File: src/source/pipe_ctrl_pkg.sv
package pipe_ctrl_pkg;

    localparam int xlen          = 32;
    localparam int reg_idx_w     = 5;
    localparam int inval_sets    = 16;
    localparam int set_idx_w     = 4;
    localparam int inval_credits = 2;
    // wide enough to hold every value from zero up to a full credit count
    localparam int credit_w      = $clog2(inval_credits + 1);

    typedef enum logic [1:0] {
        fwd_reg      = 2'b00,
        fwd_ex       = 2'b01,
        fwd_mem_alu  = 2'b10,
        fwd_mem_load = 2'b11
    } fwd_sel_e;

    typedef enum logic [1:0] {
        st_idle    = 2'b00,
        st_walk    = 2'b01,
        st_release = 2'b10
    } fence_state_e;

    typedef struct packed {
        logic                 valid;
        logic [reg_idx_w-1:0] rs1;
        logic [reg_idx_w-1:0] rs2;
        logic [xlen-1:0]      rs1_value;
        logic [xlen-1:0]      rs2_value;
    } id_ops_t;

    typedef struct packed {
        logic                 valid;
        logic [reg_idx_w-1:0] rd;
        logic                 reg_wen;
        logic                 branch;
        logic                 jump;
        logic                 mret;
        logic                 ecall;
        logic                 fence_i;
        logic [xlen-1:0]      result;
        logic [xlen-1:0]      branch_pc;
        logic [xlen-1:0]      seq_pc;
    } ex_stage_t;

    typedef struct packed {
        logic                 valid;
        logic [reg_idx_w-1:0] rd;
        logic                 reg_wen;
        logic                 mem_ren;
        logic [xlen-1:0]      alu_result;
        logic [xlen-1:0]      rdata;
    } mem_stage_t;

    typedef struct packed {
        logic [xlen-1:0] mtvec;
        logic [xlen-1:0] mepc;
    } trap_vec_t;

    typedef struct packed {
        logic [xlen-1:0] rs1;
        logic [xlen-1:0] rs2;
    } operand_pair_t;

    typedef struct packed {
        logic            valid;
        logic            flush_ex;
        logic [xlen-1:0] target;
    } redirect_t;

    typedef struct packed {
        logic                 valid;
        logic [set_idx_w-1:0] set_idx;
    } inval_req_t;

endpackage

File: src/source/data_hazard.sv
`timescale 1ns/10ps

module data_hazard (
    input  pipe_ctrl_pkg::id_ops_t    id_ops,
    input  pipe_ctrl_pkg::ex_stage_t  ex_info,
    input  pipe_ctrl_pkg::mem_stage_t mem_info,
    output pipe_ctrl_pkg::fwd_sel_e   sel_rs1,
    output pipe_ctrl_pkg::fwd_sel_e   sel_rs2
);
    import pipe_ctrl_pkg::*;

    logic ex_can_fwd;
    logic mem_can_fwd;

    // a stage can only supply a value if it will really write a register other than x0
    assign ex_can_fwd  = ex_info.valid && ex_info.reg_wen && (ex_info.rd != '0);
    assign mem_can_fwd = mem_info.valid && mem_info.reg_wen && (mem_info.rd != '0);

    function automatic fwd_sel_e pick_source(
        input logic [reg_idx_w-1:0] rs,
        input logic                 ex_ok,
        input logic [reg_idx_w-1:0] ex_rd,
        input logic                 mem_ok,
        input logic [reg_idx_w-1:0] mem_rd,
        input logic                 mem_load
    );
        fwd_sel_e sel;
        sel = fwd_reg;
        // execute holds the younger write, so it wins over memory
        if (ex_ok && (ex_rd == rs)) begin
            sel = fwd_ex;
        end else if (mem_ok && (mem_rd == rs)) begin
            sel = mem_load ? fwd_mem_load : fwd_mem_alu;
        end
        return sel;
    endfunction

    always_comb begin
        sel_rs1 = pick_source(id_ops.rs1, ex_can_fwd, ex_info.rd,
                              mem_can_fwd, mem_info.rd, mem_info.mem_ren);
        sel_rs2 = pick_source(id_ops.rs2, ex_can_fwd, ex_info.rd,
                              mem_can_fwd, mem_info.rd, mem_info.mem_ren);
    end

endmodule

File: src/source/pipe_control.sv
`timescale 1ns/10ps

module pipe_control (
    input  pipe_ctrl_pkg::id_ops_t       id_ops,
    input  pipe_ctrl_pkg::ex_stage_t     ex_info,
    input  pipe_ctrl_pkg::mem_stage_t    mem_info,
    input  pipe_ctrl_pkg::trap_vec_t     trap_vec,
    input  pipe_ctrl_pkg::fwd_sel_e      sel_rs1,
    input  pipe_ctrl_pkg::fwd_sel_e      sel_rs2,
    input  logic                         fence_release,
    output pipe_ctrl_pkg::operand_pair_t fwd_ops,
    output pipe_ctrl_pkg::redirect_t     redirect
);
    import pipe_ctrl_pkg::*;

    logic branch_taken;
    logic redirect_cause;
    logic flush_cause;

    function automatic logic [xlen-1:0] mux_operand(
        input fwd_sel_e        sel,
        input logic [xlen-1:0] reg_value,
        input logic [xlen-1:0] ex_value,
        input logic [xlen-1:0] mem_alu,
        input logic [xlen-1:0] mem_load
    );
        logic [xlen-1:0] value;
        case (sel)
            fwd_ex:       value = ex_value;
            fwd_mem_alu:  value = mem_alu;
            fwd_mem_load: value = mem_load;
            default:      value = reg_value;
        endcase
        return value;
    endfunction

    always_comb begin
        fwd_ops.rs1 = mux_operand(sel_rs1, id_ops.rs1_value, ex_info.result,
                                  mem_info.alu_result, mem_info.rdata);
        fwd_ops.rs2 = mux_operand(sel_rs2, id_ops.rs2_value, ex_info.result,
                                  mem_info.alu_result, mem_info.rdata);
    end

    // the branch unit leaves its compare outcome in bit 0 of the result
    assign branch_taken = ex_info.branch && ex_info.result[0];

    // a fence.i only redirects once the sequencer lets it go
    assign redirect_cause = branch_taken || ex_info.jump || ex_info.mret ||
                            ex_info.ecall || fence_release;

    // traps leave the instruction after them alone, everything else kills execute
    assign flush_cause = branch_taken || ex_info.jump || fence_release;

    always_comb begin
        redirect.valid    = ex_info.valid && redirect_cause;
        redirect.flush_ex = ex_info.valid && flush_cause;

        if (ex_info.jump) begin
            redirect.target = ex_info.result;
        end else if (branch_taken) begin
            redirect.target = ex_info.branch_pc;
        end else if (fence_release) begin
            redirect.target = ex_info.seq_pc;
        end else if (ex_info.mret) begin
            redirect.target = trap_vec.mepc;
        end else begin
            // ecall and anything left over go to the trap vector
            redirect.target = trap_vec.mtvec;
        end
    end

endmodule

File: src/source/fencei_seq.sv
`timescale 1ns/10ps

module fencei_seq (
    input  logic                     clock,
    input  logic                     arst_n,
    input  pipe_ctrl_pkg::ex_stage_t ex_info,
    input  logic                     walk_done,
    output logic                     start,
    output logic                     hold,
    output logic                     fence_release
);
    import pipe_ctrl_pkg::*;

    fence_state_e state;
    fence_state_e state_next;
    logic         fence_seen;

    assign fence_seen = ex_info.valid && ex_info.fence_i;

    always_comb begin
        state_next = state;
        case (state)
            st_idle: begin
                if (fence_seen) begin
                    state_next = st_walk;
                end
            end
            st_walk: begin
                if (walk_done) begin
                    state_next = st_release;
                end
            end
            st_release: begin
                state_next = st_idle;
            end
            default: begin
                state_next = st_idle;
            end
        endcase
    end

    always_ff @(posedge clock or negedge arst_n) begin
        if (!arst_n) begin
            state <= st_idle;
            start <= 1'b0;
        end else begin
            state <= state_next;
            // kicks the walker in the first walk cycle only
            start <= (state == st_idle) && fence_seen;
        end
    end

    // hold has to come up in the same cycle the fence shows up in execute,
    // otherwise decode would slip one more instruction past it
    assign hold = ((state == st_idle) && fence_seen) || (state == st_walk);

    assign fence_release = (state == st_release);

endmodule

File: src/source/inval_walker.sv
`timescale 1ns/10ps

module inval_walker (
    input  logic                      clock,
    input  logic                      arst_n,
    input  logic                      start,
    input  logic                      inval_credit,
    output pipe_ctrl_pkg::inval_req_t inval_req,
    output logic                      walk_done
);
    import pipe_ctrl_pkg::*;

    logic                 busy;
    logic                 all_sent;
    logic [set_idx_w-1:0] set_idx;
    logic [credit_w-1:0]  credits;
    logic                 req_fire;
    logic                 credits_full;
    logic                 last_set;

    assign credits_full = (credits == credit_w'(inval_credits));
    assign last_set     = (set_idx == set_idx_w'(inval_sets - 1));

    // the cache has no ready, a held credit is the permission to send
    assign req_fire = busy && !all_sent && (credits != '0);

    assign inval_req.valid   = req_fire;
    assign inval_req.set_idx = set_idx;

    // the walk ends only once the cache has finished every set it was sent
    assign walk_done = busy && all_sent && credits_full;

    always_ff @(posedge clock or negedge arst_n) begin
        if (!arst_n) begin
            credits <= credit_w'(inval_credits);
        end else begin
            case ({req_fire, inval_credit})
                2'b10: credits <= credits - 1'b1;
                2'b01: begin
                    if (!credits_full) begin
                        credits <= credits + 1'b1;
                    end
                end
                default: credits <= credits;
            endcase
        end
    end

    always_ff @(posedge clock or negedge arst_n) begin
        if (!arst_n) begin
            busy     <= 1'b0;
            all_sent <= 1'b0;
            set_idx  <= '0;
        end else if (start) begin
            busy     <= 1'b1;
            all_sent <= 1'b0;
            set_idx  <= '0;
        end else if (walk_done) begin
            busy <= 1'b0;
        end else if (req_fire) begin
            if (last_set) begin
                all_sent <= 1'b1;
            end else begin
                set_idx <= set_idx + 1'b1;
            end
        end
    end

endmodule

File: src/source/ctrl_top.sv
`timescale 1ns/10ps

module ctrl_top (
    input  logic                         clock,
    input  logic                         arst_n,

    input  pipe_ctrl_pkg::id_ops_t       id_ops,
    input  pipe_ctrl_pkg::ex_stage_t     ex_info,
    input  pipe_ctrl_pkg::mem_stage_t    mem_info,
    input  pipe_ctrl_pkg::trap_vec_t     trap_vec,
    input  logic                         inval_credit,

    output pipe_ctrl_pkg::operand_pair_t fwd_ops,
    output pipe_ctrl_pkg::fwd_sel_e      sel_rs1,
    output pipe_ctrl_pkg::fwd_sel_e      sel_rs2,
    output pipe_ctrl_pkg::redirect_t     redirect,
    output logic                         hold,
    output pipe_ctrl_pkg::inval_req_t    inval_req
);

    logic walk_start;
    logic walk_done;
    logic fence_release;

    data_hazard data_hazard_i (
        .id_ops   (id_ops),
        .ex_info  (ex_info),
        .mem_info (mem_info),
        .sel_rs1  (sel_rs1),
        .sel_rs2  (sel_rs2)
    );

    pipe_control pipe_control_i (
        .id_ops        (id_ops),
        .ex_info       (ex_info),
        .mem_info      (mem_info),
        .trap_vec      (trap_vec),
        .sel_rs1       (sel_rs1),
        .sel_rs2       (sel_rs2),
        .fence_release (fence_release),
        .fwd_ops       (fwd_ops),
        .redirect      (redirect)
    );

    fencei_seq fencei_seq_i (
        .clock         (clock),
        .arst_n        (arst_n),
        .ex_info       (ex_info),
        .walk_done     (walk_done),
        .start         (walk_start),
        .hold          (hold),
        .fence_release (fence_release)
    );

    inval_walker inval_walker_i (
        .clock        (clock),
        .arst_n       (arst_n),
        .start        (walk_start),
        .inval_credit (inval_credit),
        .inval_req    (inval_req),
        .walk_done    (walk_done)
    );

endmodule

File: config.mk
export PLATFORM = sky130hd
export DESIGN_NAME = ctrl_top
export DESIGN_NICKNAME = d
export VERILOG_FILES = /design/src/source/pipe_ctrl_pkg.sv /design/src/source/data_hazard.sv /design/src/source/pipe_control.sv /design/src/source/fencei_seq.sv /design/src/source/inval_walker.sv /design/src/source/ctrl_top.sv
export SDC_FILE = /design/constraint.sdc
export NUM_CORES = 1
export LEC_CHECK = 0
export ABC_AREA = 1
export BUFFER_PORTS_ARGS = -buffer_cell sky130_fd_sc_hd__buf_2
export CORE_AREA = 2 2 166 168
export DETAILED_ROUTE_END_ITERATION = 8
export DIE_AREA = 0 0 168 170
export PLACE_DENSITY = 0.51
export SLEW_MARGIN = 20
export SYNTH_ARGS = -nofsm -noshare
export SYNTH_HDL_FRONTEND = slang
export SYNTH_SLANG_ARGS = --single-unit
File: constraint.sdc
create_clock -name clock -period 1.67 [get_ports clock]
set_clock_uncertainty 0.15 [all_clocks]
set_input_delay 0.0835 -clock clock [delete_from_list [all_inputs] [get_ports clock]]
set_output_delay 0.0835 -clock clock [all_outputs]
set_load 0.02 [all_outputs]
==> results of run 1 <==
## repair_timing
action / CTS / global route
cloned: 43 / 5
setup endpoints to repair: 100 / 107
pin swaps: 117 / 101
buffers inserted: 43 / 10
hold endpoints to repair: 12 / 0
hold buffers: 3 / 0
resized for setup: 335 / 157
## critical path, cell delays in order, from the launching register on
cell and delay, ps:
dfrtp_1 390, inv_2 70, nor2_4 40, buf_6 140
buf_16 150, buf_6 120, a21oi_4 120, o22ai_2 90
o21ai_1 130, buf_4 160
## Yosys cell counts, drive strengths merged
| cell | instances |
|---|---|
| nand2 | 238 |
| nand4 | 193 |
| nand3 | 103 |
| buf | 48 |
| clkbuf | 43 |
| a21oi | 38 |
| inv | 38 |
| o21ai | 38 |
| o22ai | 31 |
| nor2 | 27 |
| dfrtp | 10 |
| xor2 | 9 |
| xnor2 | 4 |
| nor3 | 3 |
| a22oi | 1 |
| dfstp | 1 |
| ha | 1 |
| nor3b | 1 |
| o221ai | 1 |
| or2 | 1 |
## logic make-up (layout without fill, tap and decap cells)
family                   count (synthesis)  after routing  share of synthesized area, %
AO/OA/AOI/OAI                          109            109                          13.4
XOR/XNOR                                13             13                          2.59
adder cells (fa/ha/maj)                  1              1                         0.284
buffers and inverters                  129            630                          14.3
flip-flops                              11             11                          6.28
other                                    0              2                             0
AND/OR/NAND/NOR                        566            566                          63.2
## flip-flops by register name (all words and copies together), names as in the netlist
| register | flops |
|---|---|
| inval_walker_i.set_idx | 4 |
| fencei_seq_i.state | 2 |
| inval_walker_i.credits | 2 |
| fencei_seq_i.start | 1 |
| inval_walker_i.all_sent | 1 |
| inval_walker_i.busy | 1 |
## final cells by class
class	instances	area, um2	share of cell area (%)
Multi-Input combinational cell	689	4200	40.1
Inverter	38	189	1.80
Antenna cell	2	5.00	0.0478
Timing Repair Buffer	588	5300	50.6
Sequential cell	11	277	2.64
Clock buffer	4	78.8	0.753
Tap cell	341	427	4.07
## metal layers
layer	vias up	wire [um]	global-route usage (%)	share of wire (%)
met3	181	4020	5.58	9.9
li1	4044	-	-	-
met2	708	19600	46.0	48
met4	4	2100	11.9	5.2
met5	-	23	0	0.057
met1	4155	14900	30.6	37
## power groups by stage
stage | clock network (W) | registers, W | logic (W)
5_1_grt | 0.000463 | 0.000500 | 0.00337
3_3_place_gp | 0 | 0.000476 | 0.00248
2_1_floorplan | 0 | 0.000536 | 0.00125
4_1_cts | 0.000454 | 0.000482 | 0.00290
6_report | 0.000448 | 0.000478 | 0.00314
3_5_place_dp | 0 | 0.000483 | 0.00248
## path summary, 6_finish.rpt
path | from | to | slack [ps] | depth (start not counted)
worst min register to register | fencei_seq_i.start | inval_walker_i.all_sent | 340 | 1
worst min-delay path | arst_n | inval_walker_i.credits[0] | 90 | 2
min in group clock | inval_credit | inval_walker_i.credits[0] | 90 | 4
max in group asynchronous | arst_n | inval_walker_i.credits[1] | 1020 | 2
worst max-delay path | fencei_seq_i.state[1] | redirect[25] | -210 | 9
worst max register to register | inval_walker_i.credits[1] | inval_walker_i.credits[1] | 10 | 7
## per-stage QoR
stage / hold WS, ps / utilization, % / std cells / TNS, ps
2_1_floorplan: -362 / - / 829 / 0
3_3_place_gp: -187 / 27.6 / 1583 / -5160
3_5_place_dp: -176 / 27.6 / 1583 / -5250
4_1_cts: 97.2 / 37.8 / 1672 / -13860
5_1_grt: 115 / 39.3 / 1671 / -18410
6_report: 86.2 / 39.3 / 1673 / -11540
==> impl_metrics.yaml, run 1 <==
global_route:
  grt_pass1_wl_mm: 56.4
  grt_overflow: 0
  grt_usage_pct: 26.2
  grt_max_degree: 64
  antenna_found_initial: 3
  grt_pass1_vias: 8879
sta:
  min_period_over_period_pct: 113
  rsz0062_at_grt: "true"
  setup_ws_ps: -214
  setup_violations: 97
  tightest_slew_ps: 287
  hold_viol: 0
  relSlewSlack_pct: 80.9
  max_freq_mhz: 531
  slew_violations: 0
  fin_crit_ps: 1880
yosys:
  yosysUniqueCellTypes: 30
  synth_area_leaders: "nand4_1 (27%), nand2_1 (20%), nand3_1 (11%)"
  ys_seq_area_share_pct: 6.28
  syn_area_um2: 4400
  syn_inst: 829
  syn_nets: 1152
  avgSynthCellArea_um2: 5.31
  synth_largest_area_cell: "nand4_1"
  ys_ff_latch: 11
  yosys_warnings: 0
  synth_top_area_share_pct: 27.4
cts:
  clockBufferDepth: 2
  cts_sinks: 11
  clock_latency_ps: 240
  htree_levels: 1
  clkTransAtPathRegs_ps: 40
  root_buffer: "clkbuf_16"
  tritoncts: "yes"
  cts_made_buffers: 3
critical_path:
  crit_type: "register to output port"
  crit_required_ps: 1440
  startpoint_type: "register"
  crit_arrival_ps: 1650
  critPathMaxFanout: 8
  critPathCaptureType: "output port"
cells_and_area:
  synthToLayoutAreaGrowth_pct: 138
  nets: 1654
  final_common_cell: "buf_2"
  num-fill-cells: 2749
  final_layout_size_suffix_gt1_share_pct: 57.1
  fin_area_um2: 10500
  final_cell_mix: "buf_2 (313), nand2_1 (201), nand4_1 (193)"
power_and_ir_drop:
  p_clk_share_pct: 11.0
  switchingPower_w: 0.00199
  pwr-share-comb_pct: 77.2
  p_int_w: 0.00207
  sw_frac_of_total_pct: 49.0
  power_w: 0.00406
  cellPowerDensity_nw_per_um2: 388
  peakVddDrop_uv: 500
  seqPwrFrac_pct: 11.8
  static-leakage-power_nw: 5.09
detailed_routing:
  vias: 9092
  first_pass_iters: 6
  wire_per_inst_um: 24.3
  drtAntennaViolNets: 0
  drt-initial-drc-count: 1094
  drc: 0
  drt-total-wl_mm: 40.6
  viasPerCell: 5.43
outcome:
  outcome: "complete, but fails checks"
  violations: "negative setup slack"
place:
  pre_cts_slack_ps: -187
  placed_cell_area_um2: 7370
  post-dp-hpwl_mm: 25.6
  place_congestion: 1.00
  portBuffers: 428
die:
  start_util_pct: 16.5
  row_count: 60
  die_y_um: 170
  ios: 430
  die_x_um: 168
  core_um2: 26700
  dieArea_um2: 28600
min_path:
  hp-class: "input pin to asynchronous set/reset pin"
flow_run:
  drv_cap: 0
Note: power is estimated with default switching activity, not from simulation.
==> run 2: changes to the inputs <==
--- a/config.mk
+++ b/config.mk
@@ -11,6 +11,7 @@
 export DETAILED_ROUTE_END_ITERATION = 8
 export DIE_AREA = 0 0 168 170
 export PLACE_DENSITY = 0.51
+export SKIP_CTS_REPAIR_TIMING = 1
 export SLEW_MARGIN = 20
 export SYNTH_ARGS = -nofsm -noshare
 export SYNTH_HDL_FRONTEND = slang
==> impl_metrics.yaml, run 2 (synthesis results as in run 1) <==
cts:
  htree_levels: 1
  clockBufferDepth: 2
  cts_made_buffers: 3
  clock_latency_ps: 240
  cts_sinks: 11
  clkTransAtPathRegs_ps: 40
  root_buffer: "clkbuf_16"
  tritoncts: "yes"
power_and_ir_drop:
  power_w: 0.00386
  static-leakage-power_nw: 4.50
  cellPowerDensity_nw_per_um2: 426
  peakVddDrop_uv: 475
global_route:
  grt-busiest-layer: "met2"
  grt_pass1_vias: 7557
  grt_pass1_wl_mm: 44.1
  met2_usage_pct: 33.9
  grt_max_degree: 64
  antenna_found_initial: 1
  grt_usage_pct: 19.9
  grt_util_met1_pct: 25.7
  grt_overflow: 0
  grtUsageMet3_pct: 2.47
flow_run:
  drv_cap: 0
detailed_routing:
  wire_per_inst_um: 21.6
  first_pass_iters: 8
  drc: 0
  vias: 8528
  drtAntennaViolNets: 0
  drt-initial-drc-count: 835
  drt-total-wl_mm: 35.4
  viasPerCell: 5.22
sta:
  max_freq_mhz: 532
  finalSetupTns_ps: -7740
  hold_viol: 0
  slew_violations: 0
  rsz0062_at_grt: "true"
  tightest_slew_ps: 289
  setup_ws_ps: -210
  min_period_over_period_pct: 113
  setup_violations: 87
  fin_crit_ps: 1880
  relSlewSlack_pct: 80.7
die:
  core_um2: 26700
  die_x_um: 168
  row_count: 60
  die_y_um: 170
  dieArea_um2: 28600
  ios: 430
  start_util_pct: 16.5
outcome:
  outcome: "complete, but fails checks"
  violations: "negative setup slack"
cells_and_area:
  largest_reg_flops: 4
  synthToLayoutAreaGrowth_pct: 106
  layout.cells.non_filler: 1634
  antenna-diode-count: 0
  final_layout_size_suffix_gt1_share_pct: 49.5
  final_common_cell: "buf_2"
  top_register: "inval_walker_i.set_idx"
  final_cell_mix: "buf_2 (325), nand2_1 (219), nand4_1 (193)"
  nets: 1617
  reg_top3: "inval_walker_i.set_idx x4, fencei_seq_i.state x2, inval_walker_i.credits x2"
  fin_area_um2: 9070
critical_path:
  crit_type: "register to output port"
  critPathMaxFanout: 8
  startpoint_type: "register"
  crit_arrival_ps: 1650
  critPathCaptureType: "output port"
  crit_required_ps: 1440
place:
  dp_cells: 1583
  post-dp-hpwl_mm: 25.6
  placed_cell_area_um2: 7370
  place_congestion: 1.00
  portBuffers: 428
min_path:
  hp-class: "input pin to asynchronous set/reset pin"
run 2: cell count changes in the layout (fill, tap and decap cells not counted), sizes merged:
cell,delta
buf,-49
clkbuf,+13
diode,-2
bufbuf,-1
clkinv,-1
inv,+1
run 2: worst max-delay path, cell delays in order (launching register included):
cell and delay [ps]:
dfrtp_1 390, inv_2 70, nor2_4 50, buf_4 150
clkbuf_16 170, a21oi_4 110, o22ai_2 100, o21ai_2 200
buf_6 140
run 2: final timing paths:
kind | startpoint | endpoint | slack (ps) | cells past startpoint
min reg2reg | fencei_seq_i.start | inval_walker_i.all_sent | 340 | 1
min in group clock | ex_info[107] | fencei_seq_i.state[0] | 90 | 5
max in group asynchronous | arst_n | inval_walker_i.credits[1] | 1020 | 2
max | fencei_seq_i.state[1] | redirect[18] | -210 | 8
max reg2reg | inval_walker_i.credits[1] | inval_walker_i.credits[1] | 30 | 7
min | arst_n | inval_walker_i.set_idx[1] | 90 | 2
run 2: final cells by class:
cell class | instances | area (um2)
fillers | 2908 | 17600
repair buffers | 551 | 4290
multi-input cells | 689 | 3830
well taps | 341 | 427
flip-flops and latches | 11 | 277
inverters | 38 | 169
clock buffers | 4 | 78.8
run 2: routing by layer:
| metal | wire [um] | vias up | part of all wire (%) |
|---|---|---|---|
| li1 | - | 3958 | - |
| met1 | 14100 | 3873 | 40 |
| met2 | 17100 | 592 | 48 |
| met3 | 2780 | 103 | 7.9 |
| met4 | 1340 | 2 | 3.8 |
| met5 | 10 | - | 0.028 |
run 2: through the flow:
step | hold WS, ps | setup slack (ps) | utilization, %
4_1_cts | -435 | -298 | 27.9
3_3_place_gp | -187 | -199 | 27.6
5_1_grt | 115 | -321 | 34.0
6_report | 87.3 | -210 | 34.0
2_1_floorplan | -362 | 2.95 | -
3_5_place_dp | -176 | -187 | 27.6
run 2: where the power goes:
| part | switching (W) | internal, W |
|---|---|---|
| logic | 0.00167 | 0.00126 |
| clock network | 0.000124 | 0.000321 |
| registers | 0.0000852 | 0.000396 |
==> run 3: changes to the inputs <==
--- a/config.mk
+++ b/config.mk
@@ -11,6 +11,7 @@
 export DETAILED_ROUTE_END_ITERATION = 8
 export DIE_AREA = 0 0 168 170
 export PLACE_DENSITY = 0.51
+export RECOVER_POWER = 100
 export SKIP_CTS_REPAIR_TIMING = 1
 export SLEW_MARGIN = 20
 export SYNTH_ARGS = -nofsm -noshare
==> impl_metrics.yaml, run 3 (synthesis results as in run 1) <==
sta:
  setup_violations: 91
  rsz0062_at_grt: "true"
  tightest_slew_ps: 615
  relSlewSlack_pct: 59.0
  min_period_over_period_pct: 113
  hold_viol: 0
  fin_crit_ps: 1880
  holdWs_ps: 92.7
  max_freq_mhz: 532
  setup_ws_ps: -210
  slew_violations: 0
cts:
  clock_latency_ps: 240
  cts_sinks: 11
  htree_levels: 1
  clkTransAtPathRegs_ps: 40
  clockBufferDepth: 2
  cts_made_buffers: 3
  tritoncts: "yes"
  root_buffer: "clkbuf_16"
die:
  core_um2: 26700
  die_y_um: 170
  row_count: 60
  dieArea_um2: 28600
  die_x_um: 168
  start_util_pct: 16.5
  ios: 430
flow_run:
  drv_cap: 0
power_and_ir_drop:
  static-leakage-power_nw: 4.49
  peakVddDrop_uv: 466
  cellPowerDensity_nw_per_um2: 423
  power_w: 0.00383
detailed_routing:
  viasPerCell: 5.20
  first_pass_iters: 8
  drt-initial-drc-count: 846
  drtAntennaViolNets: 0
  wire_per_inst_um: 21.6
  drt-total-wl_mm: 35.3
  drc: 0
  vias: 8491
place:
  place_congestion: 1.00
  dp_cells: 1583
  portBuffers: 428
  post-dp-hpwl_mm: 25.6
cells_and_area:
  final_cell_mix: "buf_2 (319), nand2_1 (219), nand4_1 (193)"
  num-fill-cells: 2915
  final_common_cell: "buf_2"
  largest_reg_flops: 4
  nets: 1617
  antenna-diode-count: 0
  reg_top3: "inval_walker_i.set_idx x4, fencei_seq_i.state x2, inval_walker_i.credits x2"
  synthToLayoutAreaGrowth_pct: 105
  final_layout_size_suffix_gt1_share_pct: 49.0
  layout.cells.non_filler: 1634
  top_register: "inval_walker_i.set_idx"
critical_path:
  cp_slowest_cell: "dfrtp_1"
  crit_arrival_ps: 1650
  crit_type: "register to output port"
  critPathCaptureType: "output port"
  critPathMaxFanout: 8
  cp_top_family: "buffers and inverters"
  path_buf_inv: 4
  crit_required_ps: 1440
  crit_chain: "inv_2 > nor2_4 > buf_4 > clkbuf_16 > a21oi_4 > o22ai_2 > o21ai_2 > buf_6"
  startpoint_type: "register"
  slowest_delay_ps: 390
global_route:
  grt_usage_pct: 19.9
  antenna_found_initial: 1
  grt_max_degree: 64
  grt_overflow: 0
  grt_pass1_vias: 7557
  grt_pass1_wl_mm: 44.1
outcome:
  violations: "negative setup slack"
  outcome: "complete, but fails checks"
min_path:
  hp-class: "input pin to register"
## run 3: cell types whose count changed in the layout (fill, tap and decap cells not counted), sizes merged
cell and change:
buf -7, clkbuf +7
## run 3: worst register-to-register path, stage by stage (launching register included)
cell	delay (ps)
dfstp_1	510
nor2_1	40
nor2_1	160
nand2_2	100
or2_1	240
a22oi_2	140
xor2_1	170
inv_1	60
## run 3: path summary, 6_finish.rpt
check	startpoint	to	slack, ps	cells after the start
max in group asynchronous	arst_n	inval_walker_i.all_sent	760	2
min	ex_info[107]	fencei_seq_i.state[0]	90	5
max reg2reg	inval_walker_i.credits[1]	inval_walker_i.credits[1]	40	7
max	fencei_seq_i.state[1]	redirect[18]	-210	8
min reg2reg	fencei_seq_i.start	inval_walker_i.all_sent	340	1
min in group asynchronous	arst_n	inval_walker_i.set_idx[1]	210	2
## run 3: layout make-up
| class | count | area (um2) | area share (%) |
|---|---|---|---|
| tap | 341 | 427 | 4.72 |
| multi-input combinational | 689 | 3820 | 42.2 |
| clock buffer | 4 | 78.8 | 0.871 |
| timing repair buffer | 551 | 4270 | 47.2 |
| inverter | 38 | 169 | 1.87 |
| sequential | 11 | 277 | 3.06 |
## run 3: metal layers
| layer | wire, um | share of wire (%) | global-route usage [%] |
|---|---|---|---|
| met5 | 10 | 0.028 | 0 |
| met1 | 14100 | 40 | 25.7 |
| met4 | 1410 | 4.0 | 7.03 |
| met3 | 2700 | 7.6 | 2.47 |
| met2 | 17100 | 48 | 33.9 |
## run 3: stage by stage
stage / setup TNS [ps] / area [um2] / worst slack, ps / util (%)
after floorplan: 0 / 4400 / 2.95 / -
after global placement: -5160 / 7370 / -199 / 27.6
after detailed placement: -5250 / 7370 / -187 / 27.6
after CTS: -11840 / 7440 / -298 / 27.9
after global routing: -17790 / 9040 / -321 / 33.9
final: -8610 / 9040 / -210 / 33.9
## run 3: power breakdown
| group | internal [W] | total, W | switching, W |
|---|---|---|---|
| Combinational | 0.00124 | 0.00291 | 0.00166 |
| Clock | 0.000321 | 0.000446 | 0.000125 |
| Sequential | 0.000392 | 0.000478 | 0.0000856 |
